`src/verilog/uart_boot_pkg.sv`:
```
// Types, register map, token bytes and timing constants for the UART boot loader
package uart_boot_pkg;

    // ------------------------------
    // Data types
    // ------------------------------
    typedef logic [7:0]  byte_t;                 // One serial byte
    typedef logic [31:0] word_t;                 // Memory word and byte address

    localparam int FIFO_AW = 4;                  // 16 bytes per direction
    typedef logic [FIFO_AW:0] count_t;           // Occupancy 0 to 16

    // ------------------------------
    // Timing
    // ------------------------------
    localparam int CLKS_PER_BIT        = 8;      // Bit rate as clocks per bit
    localparam int BOOT_TIMEOUT_CYCLES = 6000;   // Forced core release after reset
    localparam int SIZE_W              = 18;     // Word count field, three bytes on the wire

    // ------------------------------
    // Slave register map
    // ------------------------------
    localparam logic [2:0] REG_BUFFER   = 3'd0;  // Write pushes TX, read pops RX
    localparam logic [2:0] REG_TX_COUNT = 3'd1;
    localparam logic [2:0] REG_RX_COUNT = 3'd2;

    // Boot protocol tokens, ASCII
    localparam byte_t TOK_U = 8'h55;
    localparam byte_t TOK_S = 8'h53;
    localparam byte_t TOK_B = 8'h42;
    localparam byte_t TOK_A = 8'h41;
    localparam byte_t TOK_C = 8'h43;
    localparam byte_t TOK_K = 8'h4B;

endpackage

```
`src/verilog/byte_fifo.sv`:
```
// Synchronous byte FIFO, circular buffer with occupancy count
module byte_fifo (
    input  logic                  clk,
    input  logic                  rst,
    input  logic                  push_i,
    input  uart_boot_pkg::byte_t  data_i,
    input  logic                  pop_i,
    output uart_boot_pkg::byte_t  data_o,
    output logic                  empty_o,
    output logic                  full_o,
    output uart_boot_pkg::count_t count_o
);
    import uart_boot_pkg::*;

    byte_t              mem [2**FIFO_AW];
    logic [FIFO_AW-1:0] wr_ptr;
    logic [FIFO_AW-1:0] rd_ptr;
    logic               do_push;
    logic               do_pop;

    assign do_push = push_i & ~full_o;       // Push on full is dropped
    assign do_pop  = pop_i & ~empty_o;       // Pop on empty is ignored
    assign empty_o = (count_o == '0);
    assign full_o  = count_o[FIFO_AW];       // Only set at 16
    assign data_o  = mem[rd_ptr];            // Head, valid the cycle after a push

    // Pointers and occupancy
    always_ff @(posedge clk) begin
        if (rst) begin
            wr_ptr  <= '0;
            rd_ptr  <= '0;
            count_o <= '0;
        end else begin
            if (do_push) wr_ptr <= wr_ptr + 1'b1;
            if (do_pop)  rd_ptr <= rd_ptr + 1'b1;
            if (do_push && !do_pop) begin
                count_o <= count_o + 1'b1;
            end else if (do_pop && !do_push) begin
                count_o <= count_o - 1'b1;
            end
        end
    end

    // Storage
    always_ff @(posedge clk) begin
        if (do_push) mem[wr_ptr] <= data_i;
    end

endmodule

```
`src/verilog/uart_tx.sv`:
```
// Serial transmitter, 8N1 framing, fed from the transmit FIFO
module uart_tx (
    input  logic                 clk,
    input  logic                 rst,
    input  uart_boot_pkg::byte_t data_i,
    input  logic                 valid_i,
    output logic                 pop_o,
    output logic                 busy_o,
    output logic                 tx_o
);
    import uart_boot_pkg::*;

    localparam int CNT_W = $clog2(CLKS_PER_BIT);

    logic [CNT_W-1:0] clk_cnt;                // Clocks inside current bit
    logic [3:0]       bit_cnt;                // 0 start, 1..8 data, 9 stop
    logic [9:0]       shreg;                  // Frame, LSB goes out first

    assign pop_o = valid_i & ~busy_o;         // Take a byte only when idle
    assign tx_o  = busy_o ? shreg[0] : 1'b1;  // Line idles high

    // Bit timing and frame sequencing
    always_ff @(posedge clk) begin
        if (rst) begin
            busy_o  <= 1'b0;
            clk_cnt <= '0;
            bit_cnt <= '0;
        end else if (pop_o) begin
            busy_o  <= 1'b1;
            clk_cnt <= '0;
            bit_cnt <= '0;
        end else if (busy_o) begin
            if (clk_cnt == CNT_W'(CLKS_PER_BIT - 1)) begin
                clk_cnt <= '0;
                if (bit_cnt == 4'd9) busy_o <= 1'b0;   // Stop bit done
                else bit_cnt <= bit_cnt + 1'b1;
            end else begin
                clk_cnt <= clk_cnt + 1'b1;
            end
        end
    end

    // Shift register
    always_ff @(posedge clk) begin
        if (pop_o) begin
            shreg <= {1'b1, data_i, 1'b0};    // Stop, data, start
        end else if (busy_o && clk_cnt == CNT_W'(CLKS_PER_BIT - 1)) begin
            shreg <= {1'b1, shreg[9:1]};
        end
    end

endmodule

```
`src/verilog/uart_rx.sv`:
```
// Serial receiver with synchronizer, mid-bit sampling and stop bit check
module uart_rx (
    input  logic                 clk,
    input  logic                 rst,
    input  logic                 rx_i,
    output logic                 push_o,
    output uart_boot_pkg::byte_t data_o
);
    import uart_boot_pkg::*;

    localparam int CNT_W = $clog2(CLKS_PER_BIT);

    typedef enum logic [1:0] {
        R_IDLE,
        R_START,
        R_DATA,
        R_STOP
    } rx_state_t;

    rx_state_t        state;
    logic [1:0]       sync;                    // Two-flop synchronizer
    logic             line_prev;               // For falling edge
    logic             line;
    logic [CNT_W-1:0] clk_cnt;
    logic [2:0]       bit_cnt;
    logic             bit_end;

    assign line    = sync[1];
    assign bit_end = (clk_cnt == CNT_W'(CLKS_PER_BIT - 1));

    // ------------------------------
    // Line synchronizer
    // ------------------------------
    always_ff @(posedge clk) begin
        if (rst) begin
            sync      <= 2'b11;
            line_prev <= 1'b1;
        end else begin
            sync      <= {sync[0], rx_i};
            line_prev <= line;
        end
    end

    // ------------------------------
    // Frame FSM
    // ------------------------------
    always_ff @(posedge clk) begin
        if (rst) begin
            state   <= R_IDLE;
            clk_cnt <= '0;
            bit_cnt <= '0;
            push_o  <= 1'b0;
        end else begin
            push_o  <= 1'b0;
            clk_cnt <= clk_cnt + 1'b1;
            case (state)
                R_IDLE: begin
                    clk_cnt <= '0;
                    if (line_prev && !line) state <= R_START;   // Start edge
                end
                R_START: begin
                    if (clk_cnt == CNT_W'(CLKS_PER_BIT / 2 - 1)) begin
                        clk_cnt <= '0;                           // Now at mid-bit
                        bit_cnt <= '0;
                        state   <= line ? R_IDLE : R_DATA;       // Glitch rejected
                    end
                end
                R_DATA: begin
                    if (bit_end) begin
                        clk_cnt <= '0;
                        if (bit_cnt == 3'd7) state <= R_STOP;
                        bit_cnt <= bit_cnt + 1'b1;
                    end
                end
                R_STOP: begin
                    if (bit_end) begin
                        push_o <= line;       // Framing error drops the byte
                        state  <= R_IDLE;
                    end
                end
                default: state <= R_IDLE;
            endcase
        end
    end

    // Data bits at their centres, LSB first
    always_ff @(posedge clk) begin
        if (state == R_DATA && bit_end) data_o <= {line, data_o[7:1]};
    end

endmodule

```
`src/verilog/uart_regs.sv`:
```
// Wishbone slave registers, FIFO port steering, transmit and receive FIFOs with serial cores
module uart_regs (
    input  logic                 clk,
    input  logic                 rst,
    // Wishbone slave
    input  logic [2:0]           wb_adr_i,
    input  uart_boot_pkg::byte_t wb_dat_i,
    input  logic                 wb_we_i,
    input  logic                 wb_cyc_i,
    input  logic                 wb_stb_i,
    output uart_boot_pkg::word_t wb_dat_o,
    output logic                 wb_ack_o,
    // Boot sequencer side
    input  logic                 core_rst_i,
    input  logic                 boot_tx_push_i,
    input  uart_boot_pkg::byte_t boot_tx_data_i,
    input  logic                 boot_rx_pop_i,
    output logic                 boot_rx_valid_o,
    output uart_boot_pkg::byte_t boot_rx_data_o,
    // Status and serial pins
    output logic                 tx_drained_o,
    output logic                 rx_ready_o,
    output logic                 tx_o,
    input  logic                 rx_i
);
    import uart_boot_pkg::*;

    logic   bus_req;
    logic   tx_push, tx_pop, tx_empty, tx_busy;
    logic   rx_push, rx_pop, rx_empty;
    byte_t  tx_data, tx_head, rx_byte, rx_head;
    count_t tx_count, rx_count;

    // Bus only served after boot, one access per request
    assign bus_req = wb_cyc_i & wb_stb_i & ~wb_ack_o & ~core_rst_i;

    // ------------------------------
    // FIFO port owner
    // ------------------------------
    assign tx_push = core_rst_i ? boot_tx_push_i
                                : (bus_req & wb_we_i & (wb_adr_i == REG_BUFFER));
    assign tx_data = core_rst_i ? boot_tx_data_i : wb_dat_i;
    assign rx_pop  = core_rst_i ? boot_rx_pop_i
                                : (bus_req & ~wb_we_i & (wb_adr_i == REG_BUFFER));

    assign boot_rx_valid_o = ~rx_empty;
    assign boot_rx_data_o  = rx_head;
    assign rx_ready_o      = ~rx_empty;
    assign tx_drained_o    = tx_empty & ~tx_busy;   // FIFO and shifter both idle

    // One-cycle acknowledge
    always_ff @(posedge clk) begin
        if (rst) wb_ack_o <= 1'b0;
        else     wb_ack_o <= bus_req;
    end

    // Read data, captured with the pop
    always_ff @(posedge clk) begin
        if (bus_req && !wb_we_i) begin
            case (wb_adr_i)
                REG_BUFFER:   wb_dat_o <= rx_empty ? '0 : word_t'(rx_head);
                REG_TX_COUNT: wb_dat_o <= word_t'(tx_count);
                REG_RX_COUNT: wb_dat_o <= word_t'(rx_count);
                default:      wb_dat_o <= '0;
            endcase
        end
    end

    // ------------------------------
    // Transmit path
    // ------------------------------
    byte_fifo u_tx_fifo (
        .clk     (clk),
        .rst     (rst),
        .push_i  (tx_push),
        .data_i  (tx_data),
        .pop_i   (tx_pop),
        .data_o  (tx_head),
        .empty_o (tx_empty),
        .full_o  (),
        .count_o (tx_count)
    );

    uart_tx u_tx (
        .clk     (clk),
        .rst     (rst),
        .data_i  (tx_head),
        .valid_i (~tx_empty),
        .pop_o   (tx_pop),
        .busy_o  (tx_busy),
        .tx_o    (tx_o)
    );

    // Receive path
    uart_rx u_rx (
        .clk    (clk),
        .rst    (rst),
        .rx_i   (rx_i),
        .push_o (rx_push),
        .data_o (rx_byte)
    );

    byte_fifo u_rx_fifo (
        .clk     (clk),
        .rst     (rst),
        .push_i  (rx_push),
        .data_i  (rx_byte),
        .pop_i   (rx_pop),
        .data_o  (rx_head),
        .empty_o (rx_empty),
        .full_o  (),
        .count_o (rx_count)
    );

endmodule

```
`src/verilog/boot_sequencer.sv`:
```
// Boot protocol FSM, boot timeout counter and Wishbone memory write master
module boot_sequencer (
    input  logic                 clk,
    input  logic                 rst,
    // Byte ports
    output logic                 boot_tx_push_o,
    output uart_boot_pkg::byte_t boot_tx_data_o,
    output logic                 boot_rx_pop_o,
    input  logic                 boot_rx_valid_i,
    input  uart_boot_pkg::byte_t boot_rx_data_i,
    input  logic                 tx_drained_i,
    // Wishbone memory master
    output uart_boot_pkg::word_t mem_adr_o,
    output uart_boot_pkg::word_t mem_dat_o,
    output logic [3:0]           mem_sel_o,
    output logic                 mem_we_o,
    output logic                 mem_cyc_o,
    output logic                 mem_stb_o,
    input  logic                 mem_ack_i,
    output logic                 core_rst_o
);
    import uart_boot_pkg::*;

    localparam int TMO_W = $clog2(BOOT_TIMEOUT_CYCLES + 1);

    typedef enum logic [3:0] {
        S_IDLE, S_HDR, S_ACK_RX, S_SIZE, S_KCA, S_DATA, S_WRITE, S_FIN, S_DRAIN, S_DONE
    } state_t;

    state_t            state;
    logic [1:0]        idx;                   // Byte slot in token, size or word
    logic [SIZE_W-1:0] size;                  // Words minus one
    logic [SIZE_W-1:0] wcount;                // Words written so far
    logic [TMO_W-1:0]  tmo_cnt;
    logic              timeout;
    logic              rx_take;
    byte_t             ack_tok;               // A, C, K by slot
    word_t             addr;
    word_t             word;

    assign timeout = (tmo_cnt == TMO_W'(BOOT_TIMEOUT_CYCLES));
    assign rx_take = boot_rx_valid_i & (state inside {S_ACK_RX, S_SIZE, S_DATA});

    assign boot_rx_pop_o  = rx_take;
    assign boot_tx_push_o = state inside {S_HDR, S_KCA, S_FIN};   // One token byte per cycle

    // Memory request held for the whole write state
    assign mem_cyc_o = (state == S_WRITE);
    assign mem_stb_o = mem_cyc_o;
    assign mem_we_o  = mem_cyc_o;
    assign mem_sel_o = {4{mem_cyc_o}};
    assign mem_adr_o = addr;
    assign mem_dat_o = word;

    // ------------------------------
    // Token bytes
    // ------------------------------
    always_comb begin
        case (idx)
            2'd0:    ack_tok = TOK_A;
            2'd1:    ack_tok = TOK_C;
            default: ack_tok = TOK_K;
        endcase
    end

    always_comb begin
        boot_tx_data_o = ack_tok;             // Final ACK and default
        if (state == S_HDR) begin
            boot_tx_data_o = (idx == 2'd0) ? TOK_U : (idx == 2'd1) ? TOK_S : TOK_B;
        end else if (state == S_KCA) begin
            boot_tx_data_o = (idx == 2'd0) ? TOK_K : (idx == 2'd1) ? TOK_C : TOK_A;
        end
    end

    // Saturating timeout, counted from reset
    always_ff @(posedge clk) begin
        if (rst)           tmo_cnt <= '0;
        else if (!timeout) tmo_cnt <= tmo_cnt + 1'b1;
    end

    // ------------------------------
    // Protocol FSM
    // ------------------------------
    always_ff @(posedge clk) begin
        if (rst) begin
            state      <= S_IDLE;
            idx        <= '0;
            addr       <= '0;
            wcount     <= '0;
            core_rst_o <= 1'b1;
        end else if (timeout) begin
            state      <= S_DONE;             // Forced release in any state
            core_rst_o <= 1'b0;
        end else begin
            case (state)
                S_IDLE: begin
                    idx   <= '0;
                    state <= S_HDR;
                end
                S_HDR, S_KCA, S_FIN: begin
                    idx <= idx + 1'b1;
                    if (idx == 2'd2) begin
                        idx <= '0;
                        if (state == S_HDR)      state <= S_ACK_RX;
                        else if (state == S_KCA) state <= S_DATA;
                        else                     state <= S_DRAIN;
                    end
                    addr   <= '0;             // New image starts at zero
                    wcount <= '0;
                end
                S_ACK_RX: begin
                    if (rx_take) begin
                        idx <= idx + 1'b1;
                        if (boot_rx_data_i != ack_tok) state <= S_IDLE;  // Resend header
                        else if (idx == 2'd2) begin
                            idx   <= '0;
                            state <= S_SIZE;
                        end
                    end
                end
                S_SIZE: begin
                    if (rx_take) begin
                        idx <= idx + 1'b1;
                        if (idx == 2'd2) begin
                            idx   <= '0;
                            state <= S_KCA;
                        end
                    end
                end
                S_DATA: begin
                    if (rx_take) begin
                        idx <= idx + 1'b1;            // Wraps after fourth byte
                        if (idx == 2'd3) state <= S_WRITE;
                    end
                end
                S_WRITE: begin
                    if (mem_ack_i) begin
                        addr   <= addr + 32'd4;
                        wcount <= wcount + 1'b1;
                        state  <= (wcount == size) ? S_FIN : S_DATA;
                    end
                end
                S_DRAIN: begin
                    if (tx_drained_i) begin
                        core_rst_o <= 1'b0;       // Boot from memory
                        state      <= S_DONE;
                    end
                end
                S_DONE:  state <= S_DONE;
                default: state <= S_IDLE;
            endcase
        end
    end

    // Size and word assembly, little-endian
    always_ff @(posedge clk) begin
        if (rx_take && state == S_SIZE) begin
            case (idx)
                2'd0:    size[7:0]   <= boot_rx_data_i;
                2'd1:    size[15:8]  <= boot_rx_data_i;
                default: size[17:16] <= boot_rx_data_i[1:0];
            endcase
        end
        if (rx_take && state == S_DATA) word <= {boot_rx_data_i, word[31:8]};
    end

endmodule

```
`src/verilog/uart_bootloader.sv`:
```
// Top level of the UART boot loader, register block beside the boot sequencer
module uart_bootloader (
    input  logic                 clk,
    input  logic                 rst,
    // Wishbone slave, core access after boot
    input  logic [2:0]           wb_adr_i,
    input  uart_boot_pkg::byte_t wb_dat_i,
    input  logic                 wb_we_i,
    input  logic                 wb_cyc_i,
    input  logic                 wb_stb_i,
    output uart_boot_pkg::word_t wb_dat_o,
    output logic                 wb_ack_o,
    // Wishbone memory master, program load
    output uart_boot_pkg::word_t mem_adr_o,
    output uart_boot_pkg::word_t mem_dat_o,
    output logic [3:0]           mem_sel_o,
    output logic                 mem_we_o,
    output logic                 mem_cyc_o,
    output logic                 mem_stb_o,
    input  logic                 mem_ack_i,
    // Serial pins and status
    input  logic                 rx_i,
    output logic                 tx_o,
    output logic                 rx_ready_o,
    output logic                 core_rst_o
);
    import uart_boot_pkg::*;

    logic  boot_tx_push;
    byte_t boot_tx_data;
    logic  boot_rx_pop;
    logic  boot_rx_valid;
    byte_t boot_rx_data;
    logic  tx_drained;

    // ------------------------------
    // UART and registers
    // ------------------------------
    uart_regs u_regs (
        .clk             (clk),
        .rst             (rst),
        .wb_adr_i        (wb_adr_i),
        .wb_dat_i        (wb_dat_i),
        .wb_we_i         (wb_we_i),
        .wb_cyc_i        (wb_cyc_i),
        .wb_stb_i        (wb_stb_i),
        .wb_dat_o        (wb_dat_o),
        .wb_ack_o        (wb_ack_o),
        .core_rst_i      (core_rst_o),    // Selects FIFO port owner
        .boot_tx_push_i  (boot_tx_push),
        .boot_tx_data_i  (boot_tx_data),
        .boot_rx_pop_i   (boot_rx_pop),
        .boot_rx_valid_o (boot_rx_valid),
        .boot_rx_data_o  (boot_rx_data),
        .tx_drained_o    (tx_drained),
        .rx_ready_o      (rx_ready_o),
        .tx_o            (tx_o),
        .rx_i            (rx_i)
    );

    // Boot protocol
    boot_sequencer u_boot (
        .clk             (clk),
        .rst             (rst),
        .boot_tx_push_o  (boot_tx_push),
        .boot_tx_data_o  (boot_tx_data),
        .boot_rx_pop_o   (boot_rx_pop),
        .boot_rx_valid_i (boot_rx_valid),
        .boot_rx_data_i  (boot_rx_data),
        .tx_drained_i    (tx_drained),
        .mem_adr_o       (mem_adr_o),
        .mem_dat_o       (mem_dat_o),
        .mem_sel_o       (mem_sel_o),
        .mem_we_o        (mem_we_o),
        .mem_cyc_o       (mem_cyc_o),
        .mem_stb_o       (mem_stb_o),
        .mem_ack_i       (mem_ack_i),
        .core_rst_o      (core_rst_o)
    );

endmodule

```
`config.mk`:
```
export PLATFORM = sky130hd
export DESIGN_NAME = uart_bootloader
export DESIGN_NICKNAME = d
export VERILOG_FILES = /design/src/verilog/uart_boot_pkg.sv /design/src/verilog/byte_fifo.sv /design/src/verilog/uart_tx.sv /design/src/verilog/uart_rx.sv /design/src/verilog/uart_regs.sv /design/src/verilog/boot_sequencer.sv /design/src/verilog/uart_bootloader.sv
export SDC_FILE = /design/constraint.sdc
export NUM_CORES = 1
export LEC_CHECK = 0
export ABC_AREA = 1
export BUFFER_PORTS_ARGS = -buffer_cell sky130_fd_sc_hd__buf_2
export CAP_MARGIN = 20
export CORE_MARGIN = 2
export CORE_UTILIZATION = 57
export CTS_BUF_LIST = sky130_fd_sc_hd__clkbuf_2
export DETAILED_ROUTE_END_ITERATION = 10
export GPL_TIMING_DRIVEN = 0
export PLACE_DENSITY = 0.89
export SYNTH_ARGS = -nofsm -noshare
export SYNTH_HDL_FRONTEND = slang
export SYNTH_SLANG_ARGS = --single-unit
```
`constraint.sdc`:
```
create_clock -name clk -period 3.05 [get_ports clk]
set_input_delay 0.7625 -clock clk [delete_from_list [all_inputs] [get_ports clk]]
set_output_delay 0.7625 -clock clk [all_outputs]
set_load 0.05 [all_outputs]
```
==> run summary, run 1 <==
* **standard-cell row count** 69
* **maximum level of the CTS H-tree** 3
* **length of routed met3 wiring** 6.60 mm
* **period utilisation layout** 0.966
* **number of design-rule violations left by the first detailed-router iteration** 2,235
* **ranking of synthesized cells by instance count** sky130_fd_sc_hd__nand2_1, sky130_fd_sc_hd__edfxtp_1, sky130_fd_sc_hd__inv_1
* **Cell Count, Final, Fillers Out** 2,795
* **outcome** finished, final reports clean
* **highest net fanout along the worst path** 3
* **start point of the worst hold path** wb_stb_i
* **vias per cell** 5.82
* **area of the multi-input gates** 6480 µm²
* **Register-to-Register Path Depth** 17
* **count of unique library cells instantiated by Yosys** 55
* **clock sink total** 454
* **Crit Path Class** reg2out
* **Cell Count Post-Placement** 2,586
* **I/O pin cnt** 125
* **final-report setup violation count** 0
* **total CTS buffers** 110
* **post-synth top area share** 0.489
* **number of max-cap violations** 0
* **layout overhead on the synthesized area** 12.1%
* **hold violation count in the final report** 0
* **WL/cell** 18.7 µm
* **IO buf count** 97
* **Final Net Count** 2,305
* **post-synthesis register bit count** 454
* **Max Used Layer** met4
* **worst IR drop on VDD** 0.349 mV
* **Critical-path top delay cell** sky130_fd_sc_hd__dfxtp_1
* **GRT Residual Overflow** 0
* **number of global-route vias before repair** 15,400
* **Worst Setup Start Kind** register
* **antenna violation net count after detailed routing** 0
* **cells along the critical path** nor2_1, nand4_1, buf_2
* **r2r endpoint** u_regs.u_rx_fifo.count_o[4]
* **number of enable-type register cells in the synthesized netlist** 330
* **wire length of the first global-routing pass** 79.1 mm
* **worst relative slew slack** 0.307
* **first-pass iteration count of the detailed router** 7
* **routability congestion estimate from global placement** 0.956
* **fraction of synthesis flops using an asynchronous set or reset pin** 0
* **setup_tns** 0 ns
* **area of the die** 37,100 µm²
* **Post-Synthesis Cells** 1,999
* **final HPWL from detailed placement** 35.6 mm
* **leading register cell type out of synthesis** sky130_fd_sc_hd__edfxtp_1
* **Metal-1 WL** 18.7 mm
* **leakage power summed over all cells** 9.04 nW
* **area used by sequential logic in the layout** 12,400 µm²
* **DRC viols** 0
* **required time of the worst setup path** 2.29 ns
* **cell types occupying the most area after synthesis** sky130_fd_sc_hd__edfxtp_1, sky130_fd_sc_hd__dfxtp_1, sky130_fd_sc_hd__nand2_1
* **Endpoint, Worst Hold** u_regs.wb_ack_o
* **R2R setup slack** 0.19 ns
* **final worst clock skew** 0.118 ns
* **die height** 193 µm
* **floorplan core area** 35,300 µm²
* **sequential fraction of the synthesis area** 0.612
* **TritonCTS clock tree** built
* **CP Data Arrival Time** 2.18 ns
* **chip width** 193 µm
* **HP Class** in2reg
* **share of cells above drive strength 1** 0.182
* **post-synthesis instance area** 20,300 µm²
* **maximum number of pins on one net before global-route repair** 33
* **cell area power density** 646 nW/µm²
* **type of destination of the critical path** output port
* **final-report max-slew violation count** 0
* **Bufs on Longest Clock Path** 3
* **clock input transition at the sequential cells of the worst setup and hold paths** 0.12 ns
* **worst reg2reg startpoint** u_regs.u_rx_fifo.count_o[2]
* **fin crit period** 2.95 ns
* **mean area per synthesized cell** 10.1 µm²
* **total of warnings raised by yosys** 0
* **Initial Utilization** 0.574
* **most used standard cell by instance count after synthesis** sky130_fd_sc_hd__nand2_1
* **slew at the pin closest to its max-slew limit** 1.03 ns
* **Fmax** 340 MHz
* **worst hold path cell count** 4
* **highest cell delay on the worst timing path** 0.38 ns
* **library cell with the largest summed area after synthesis** sky130_fd_sc_hd__edfxtp_1
* **antenna violations before repair** 2
* **aggregate global-route resource usage** 0.279
* **met2 layer wire length in the routed design** 24.8 mm
* **via count** 16,300
* **latest clock arrival within the worst-skew pair** 1.13 ns
* **Layout fillers** 2,609
* **Total Routed Length** 52.1 mm
* **root buf cell** sky130_fd_sc_hd__clkbuf_2
* **total power draw** 14.7 mW
-- layout by cell type, fill, tap and decap left out, drive strengths merged, types with 38 or more instances in the layout --
| cell type | n |
|---|---|
| ha | 38 |
| edfxtp | 330 |
| nand2 | 353 |
| inv | 263 |
| o21ai | 87 |
| a21oi | 130 |
| clkbuf | 200 |
| nand3 | 125 |
| nor2 | 175 |
| o211ai | 38 |
| nor3 | 57 |
| buf | 175 |
| dfxtp | 124 |
-- repair_timing --
item | 4_1_cts | 5_1_grt
pin swaps | 1 | 4
endpoints found under the hold margin | 2 | 0
resized for setup | 9 | 17
buffers inserted | 2 | 5
setup endpoints to repair | 10 | 11
hold buffers | 2 | 0
-- worst max-delay path by stage --
stage,slack (ns),from,end,depth (start not counted)
detailed placement,-0.37,wb_cyc_i,u_regs.u_rx_fifo.count_o[4],17
global route,-0.02,u_boot.state[2],u_regs.u_tx_fifo.count_o[4],19
CTS,0.04,u_boot.state[1],mem_stb_o,6
floorplan,0.007,u_regs.u_rx_fifo.count_o[1],u_regs.u_rx_fifo.count_o[4],17
global placement,-0.27,wb_cyc_i,u_regs.u_rx_fifo.count_o[4],17
finish,0.10,u_regs.u_rx_fifo.count_o[2],rx_ready_o,3
-- critical path, delay by kind of cell (launching register included) --
family | cells | cell delay [ns]
DFF | 1 | 0.38
and+or+nand+nor | 2 | 0.36
buffers and inverters | 1 | 0.31
-- where the power goes --
part	switching, mW	total (mW)	internal (mW)
clock	2.51	4.14	1.63
combinational	2.33	3.30	0.973
sequential	0.161	7.21	7.05
total	5.00	14.7	9.65
-- cells by family after synthesis --
kind of cell    share of synthesized area
compound gates                     0.0872
xor+xnor                           0.0160
fa+ha+maj                          0.0255
buf+inv                            0.0775
flops                               0.612
mux                                0.0158
other cells                      0.000185
simple gates                        0.166
-- final cells by class --
class | instances | area share
sequential | 454 | 0.546
antenna | 2 | 0.000221
timing repair buffer | 111 | 0.0281
tap | 461 | 0.0254
clock buffer | 164 | 0.0362
inverter | 262 | 0.0436
clock inverter | 33 | 0.00915
multi-input combinational | 1206 | 0.285
buffer | 102 | 0.0257
-- per-layer routing --
layer / vias to the layer above / GRT usage
met5: - / 0
met4: 0 / 0.129
met3: 208 / 0.0675
met2: 1259 / 0.462
met1: 7483 / 0.346
li1: 7308 / -
-- metrics by stage --
stage | setup WS, ns | cell area, µm² | utilization | hold slack [ns]
final | 0.105 | 22700 | 0.643 | 0.0817
after global routing | -0.0172 | 22700 | 0.643 | 0.0784
after CTS | 0.0434 | 22600 | 0.639 | 0.0497
after detailed placement | -0.368 | 21500 | 0.608 | 0.420
after global placement | -0.270 | 21400 | 0.607 | 0.416
after floorplan | 0.00672 | 20400 | - | 0.389
-- registers in the layout (all words and copies together) (netlist names), 5 cells and up, named ones only --
signal	flops
u_boot.size	18
u_boot.mem_adr_o	30
u_regs.u_tx_fifo.mem	128
u_regs.u_tx.shreg	9
u_regs.wb_dat_o	8
u_regs.u_rx_fifo.count_o	5
u_boot.mem_dat_o	32
u_boot.wcount	18
u_regs.u_rx_fifo.mem	128
u_regs.u_rx.data_o	8
u_boot.tmo_cnt	13
u_regs.u_tx_fifo.count_o	5
Power figures use the tool's default switching activity.
==> run 2: changes to the inputs <==
Settings changed: ABC_AREA 1 to default, PLACE_DENSITY 0.89 to 0.9.
==> run summary, run 2 <==
* **maximum number of pins on one net before global-route repair** 20
* **mean area per synthesized cell** 14.3 µm²
* **violations in the final reports** negative setup slack
* **slew at the pin closest to its max-slew limit** 1.07 ns
* **outcome** complete, but fails checks
* **fin crit period** 3.18 ns
* **ranking of synthesized cells by instance count** sky130_fd_sc_hd__edfxtp_1, sky130_fd_sc_hd__nor2_1, sky130_fd_sc_hd__dfxtp_1
* **WL/cell** 20.4 µm
* **setup slack of the critical path after layout** -0.133 ns
* **number of enable-type register cells in the synthesized netlist** 330
* **worst relative slew slack** 0.285
* **antenna violations before repair** 2
* **Critical-path top delay cell** sky130_fd_sc_hd__or4_4
* **highest net fanout along the worst path** 4
* **most common cell after layout, fill and taps aside** sky130_fd_sc_hd__edfxtp_1
* **type of destination of the critical path** output port
* **final-report setup violation count** 4
* **TritonCTS clock tree** built
* **Final Net Count** 1,627
* **cells along the critical path** or4_4, nor2_4, inv_4, buf_8
* **root buf cell** sky130_fd_sc_hd__clkbuf_2
* **post-synthesis instance area** 18,800 µm²
* **wire length of the first global-routing pass** 64.0 mm
* **sequential fraction of the synthesis area** 0.658
* **area of the multi-input gates** 6090 µm²
* **end of the critical path** rx_ready_o
* **die height** 186 µm
* **aggregate global-route resource usage** 0.246
* **required time of the worst setup path** 2.29 ns
* **first-pass iteration count of the detailed router** 9
* **total CTS buffers** 104
* **instance area after placement** 20,100 µm²
* **Layout fillers** 2,198
* **GRT Residual Overflow** 0
* **Initial Utilization** 0.579
* **latest clock arrival within the worst-skew pair** 1.07 ns
* **total of warnings raised by yosys** 0
* **total power draw** 13.5 mW
* **fraction of synthesis flops using an asynchronous set or reset pin** 0
* **startpoint of the worst setup timing path** u_regs.u_rx_fifo.count_o[3]
* **Register-to-Register Path Depth** 12
* **Crit Path Class** reg2out
* **DRC viols** 0
* **Post-Synthesis Cells** 1,314
* **period utilisation layout** 1.04
* **final worst clock skew** 0.122 ns
* **clock sink total** 454
* **share of cells above drive strength 1** 0.273
* **via count** 12,200
* **worst hold path cell count** 2
* **highest cell delay on the worst timing path** 0.54 ns
* **number of design-rule violations left by the first detailed-router iteration** 1,403
* **layout overhead on the synthesized area** 13.1%
* **leading register cell type out of synthesis** sky130_fd_sc_hd__edfxtp_1
* **unrepaired setup endpoints after global routing** true
* **most used standard cell by instance count after synthesis** sky130_fd_sc_hd__edfxtp_1
* **hold violation count in the final report** 0
* **area used by sequential logic in the layout** 12,400 µm²
* **cell area after layout** 21,300 µm²
* **minimum setup slack after placement** -0.848 ns
* **vias per cell** 5.84
* **crit-path leading delay family** simple AND/OR/NAND/NOR gates
* **CP Data Arrival Time** 2.42 ns
* **number of max-cap violations** 0
* **maximum level of the CTS H-tree** 3
* **IO buf count** 97
* **setup_tns** -0.219 ns
* **antenna violation net count after detailed routing** 0
* **leakage power summed over all cells** 7.65 nW
* **library cell with the largest summed area after synthesis** sky130_fd_sc_hd__edfxtp_1
* **highest-count cells in the layout ignoring fill and taps** sky130_fd_sc_hd__edfxtp_1, sky130_fd_sc_hd__clkbuf_2, sky130_fd_sc_hd__nor2_1
* **floorplan core area** 32,500 µm²
* **post-synth top area share** 0.526
* **worst reg2reg startpoint** u_regs.u_rx_fifo.count_o[3]
* **routability congestion estimate from global placement** 0.923
* **cell types occupying the most area after synthesis** sky130_fd_sc_hd__edfxtp_1, sky130_fd_sc_hd__dfxtp_1, sky130_fd_sc_hd__mux4_2
* **final-report max-slew violation count** 0
* **chip width** 186 µm
* **Total Routed Length** 42.6 mm
* **standard-cell row count** 66
* **area of the die** 34,500 µm²
* **cell area power density** 631 nW/µm²
* **Fmax** 314 MHz
* **number of global-route vias before repair** 12,000
* **HP Class** in2reg
* **worst IR drop on VDD** 0.389 mV
* **r2r endpoint** u_regs.u_rx_fifo.count_o[4]
* **count of unique library cells instantiated by Yosys** 62
* **Worst Setup Start Kind** register
* **I/O pin cnt** 125
* **post-synthesis register bit count** 454
* **R2R setup slack** -0.07 ns
* **final HPWL from detailed placement** 28.8 mm
* **Bufs on Longest Clock Path** 3
* **clock input transition at the sequential cells of the worst setup and hold paths** 0.11 ns
* **critical path buffer and inverter count** 2
* **stages on the worst setup path** 4
## run 2: final cells by class
type                       count  area share
inverter                      41     0.00745
timing repair buffer         126      0.0343
buffer                        83      0.0227
antenna                        3    0.000352
multi-input combinational    759       0.285
clock inverter                31     0.00804
sequential                   454       0.582
clock buffer                 145      0.0340
tap                          442      0.0259
## run 2: worst min path at each step
stage                                to  slack (ns)                 from
floorplan           u_regs.u_rx.sync[1]        0.39  u_regs.u_rx.sync[0]
global placement    u_regs.u_rx.sync[1]        0.40  u_regs.u_rx.sync[0]
detailed placement  u_regs.u_rx.sync[1]        0.41  u_regs.u_rx.sync[0]
CTS                  u_regs.wb_dat_o[4]        0.07              wb_we_i
global route         u_regs.wb_dat_o[4]        0.09              wb_we_i
finish               u_regs.wb_dat_o[4]        0.15              wb_we_i
## run 2: repair_timing
item,4_1_cts,5_1_grt
setup buffers,8,4
endpoints found under the setup margin,12,18
hold buffers,3,0
gates cloned,0,0
pin swaps,3,7
endpoints found under the hold margin,2,0
resized for setup,28,23
## run 2: per-stage QoR
step                utilization  hold WS, ns  instances
finish                    0.655        0.146       2084
floorplan                     -        0.389       1339
CTS                       0.650       0.0726       2072
global route              0.655       0.0883       2084
global placement          0.616        0.395       1878
detailed placement        0.618        0.405       1887
## run 2: kinds of logic after synthesis
| family | share of synthesized area |
|---|---|
| flops | 0.658 |
| simple gates | 0.0990 |
| buf+inv | 0.0334 |
| compound gates | 0.0421 |
| xor+xnor | 0.0446 |
| mux | 0.0959 |
| fa+ha+maj | 0.0274 |
| other cells | 0.000199 |
## run 2: where the power goes
group	internal [mW]	switching, mW	total, mW
sequential	6.94	0.142	7.08
combinational	1.01	1.63	2.64
clock	1.38	2.35	3.74
## run 2: metal layers
layer | up-vias | GRT usage | routed length (µm)
li1 | 5383 | - | -
met1 | 5832 | 0.297 | 15400
met2 | 796 | 0.405 | 20900
met3 | 158 | 0.0804 | 4800
met4 | 0 | 0.112 | 1520
met5 | - | 0 | 0
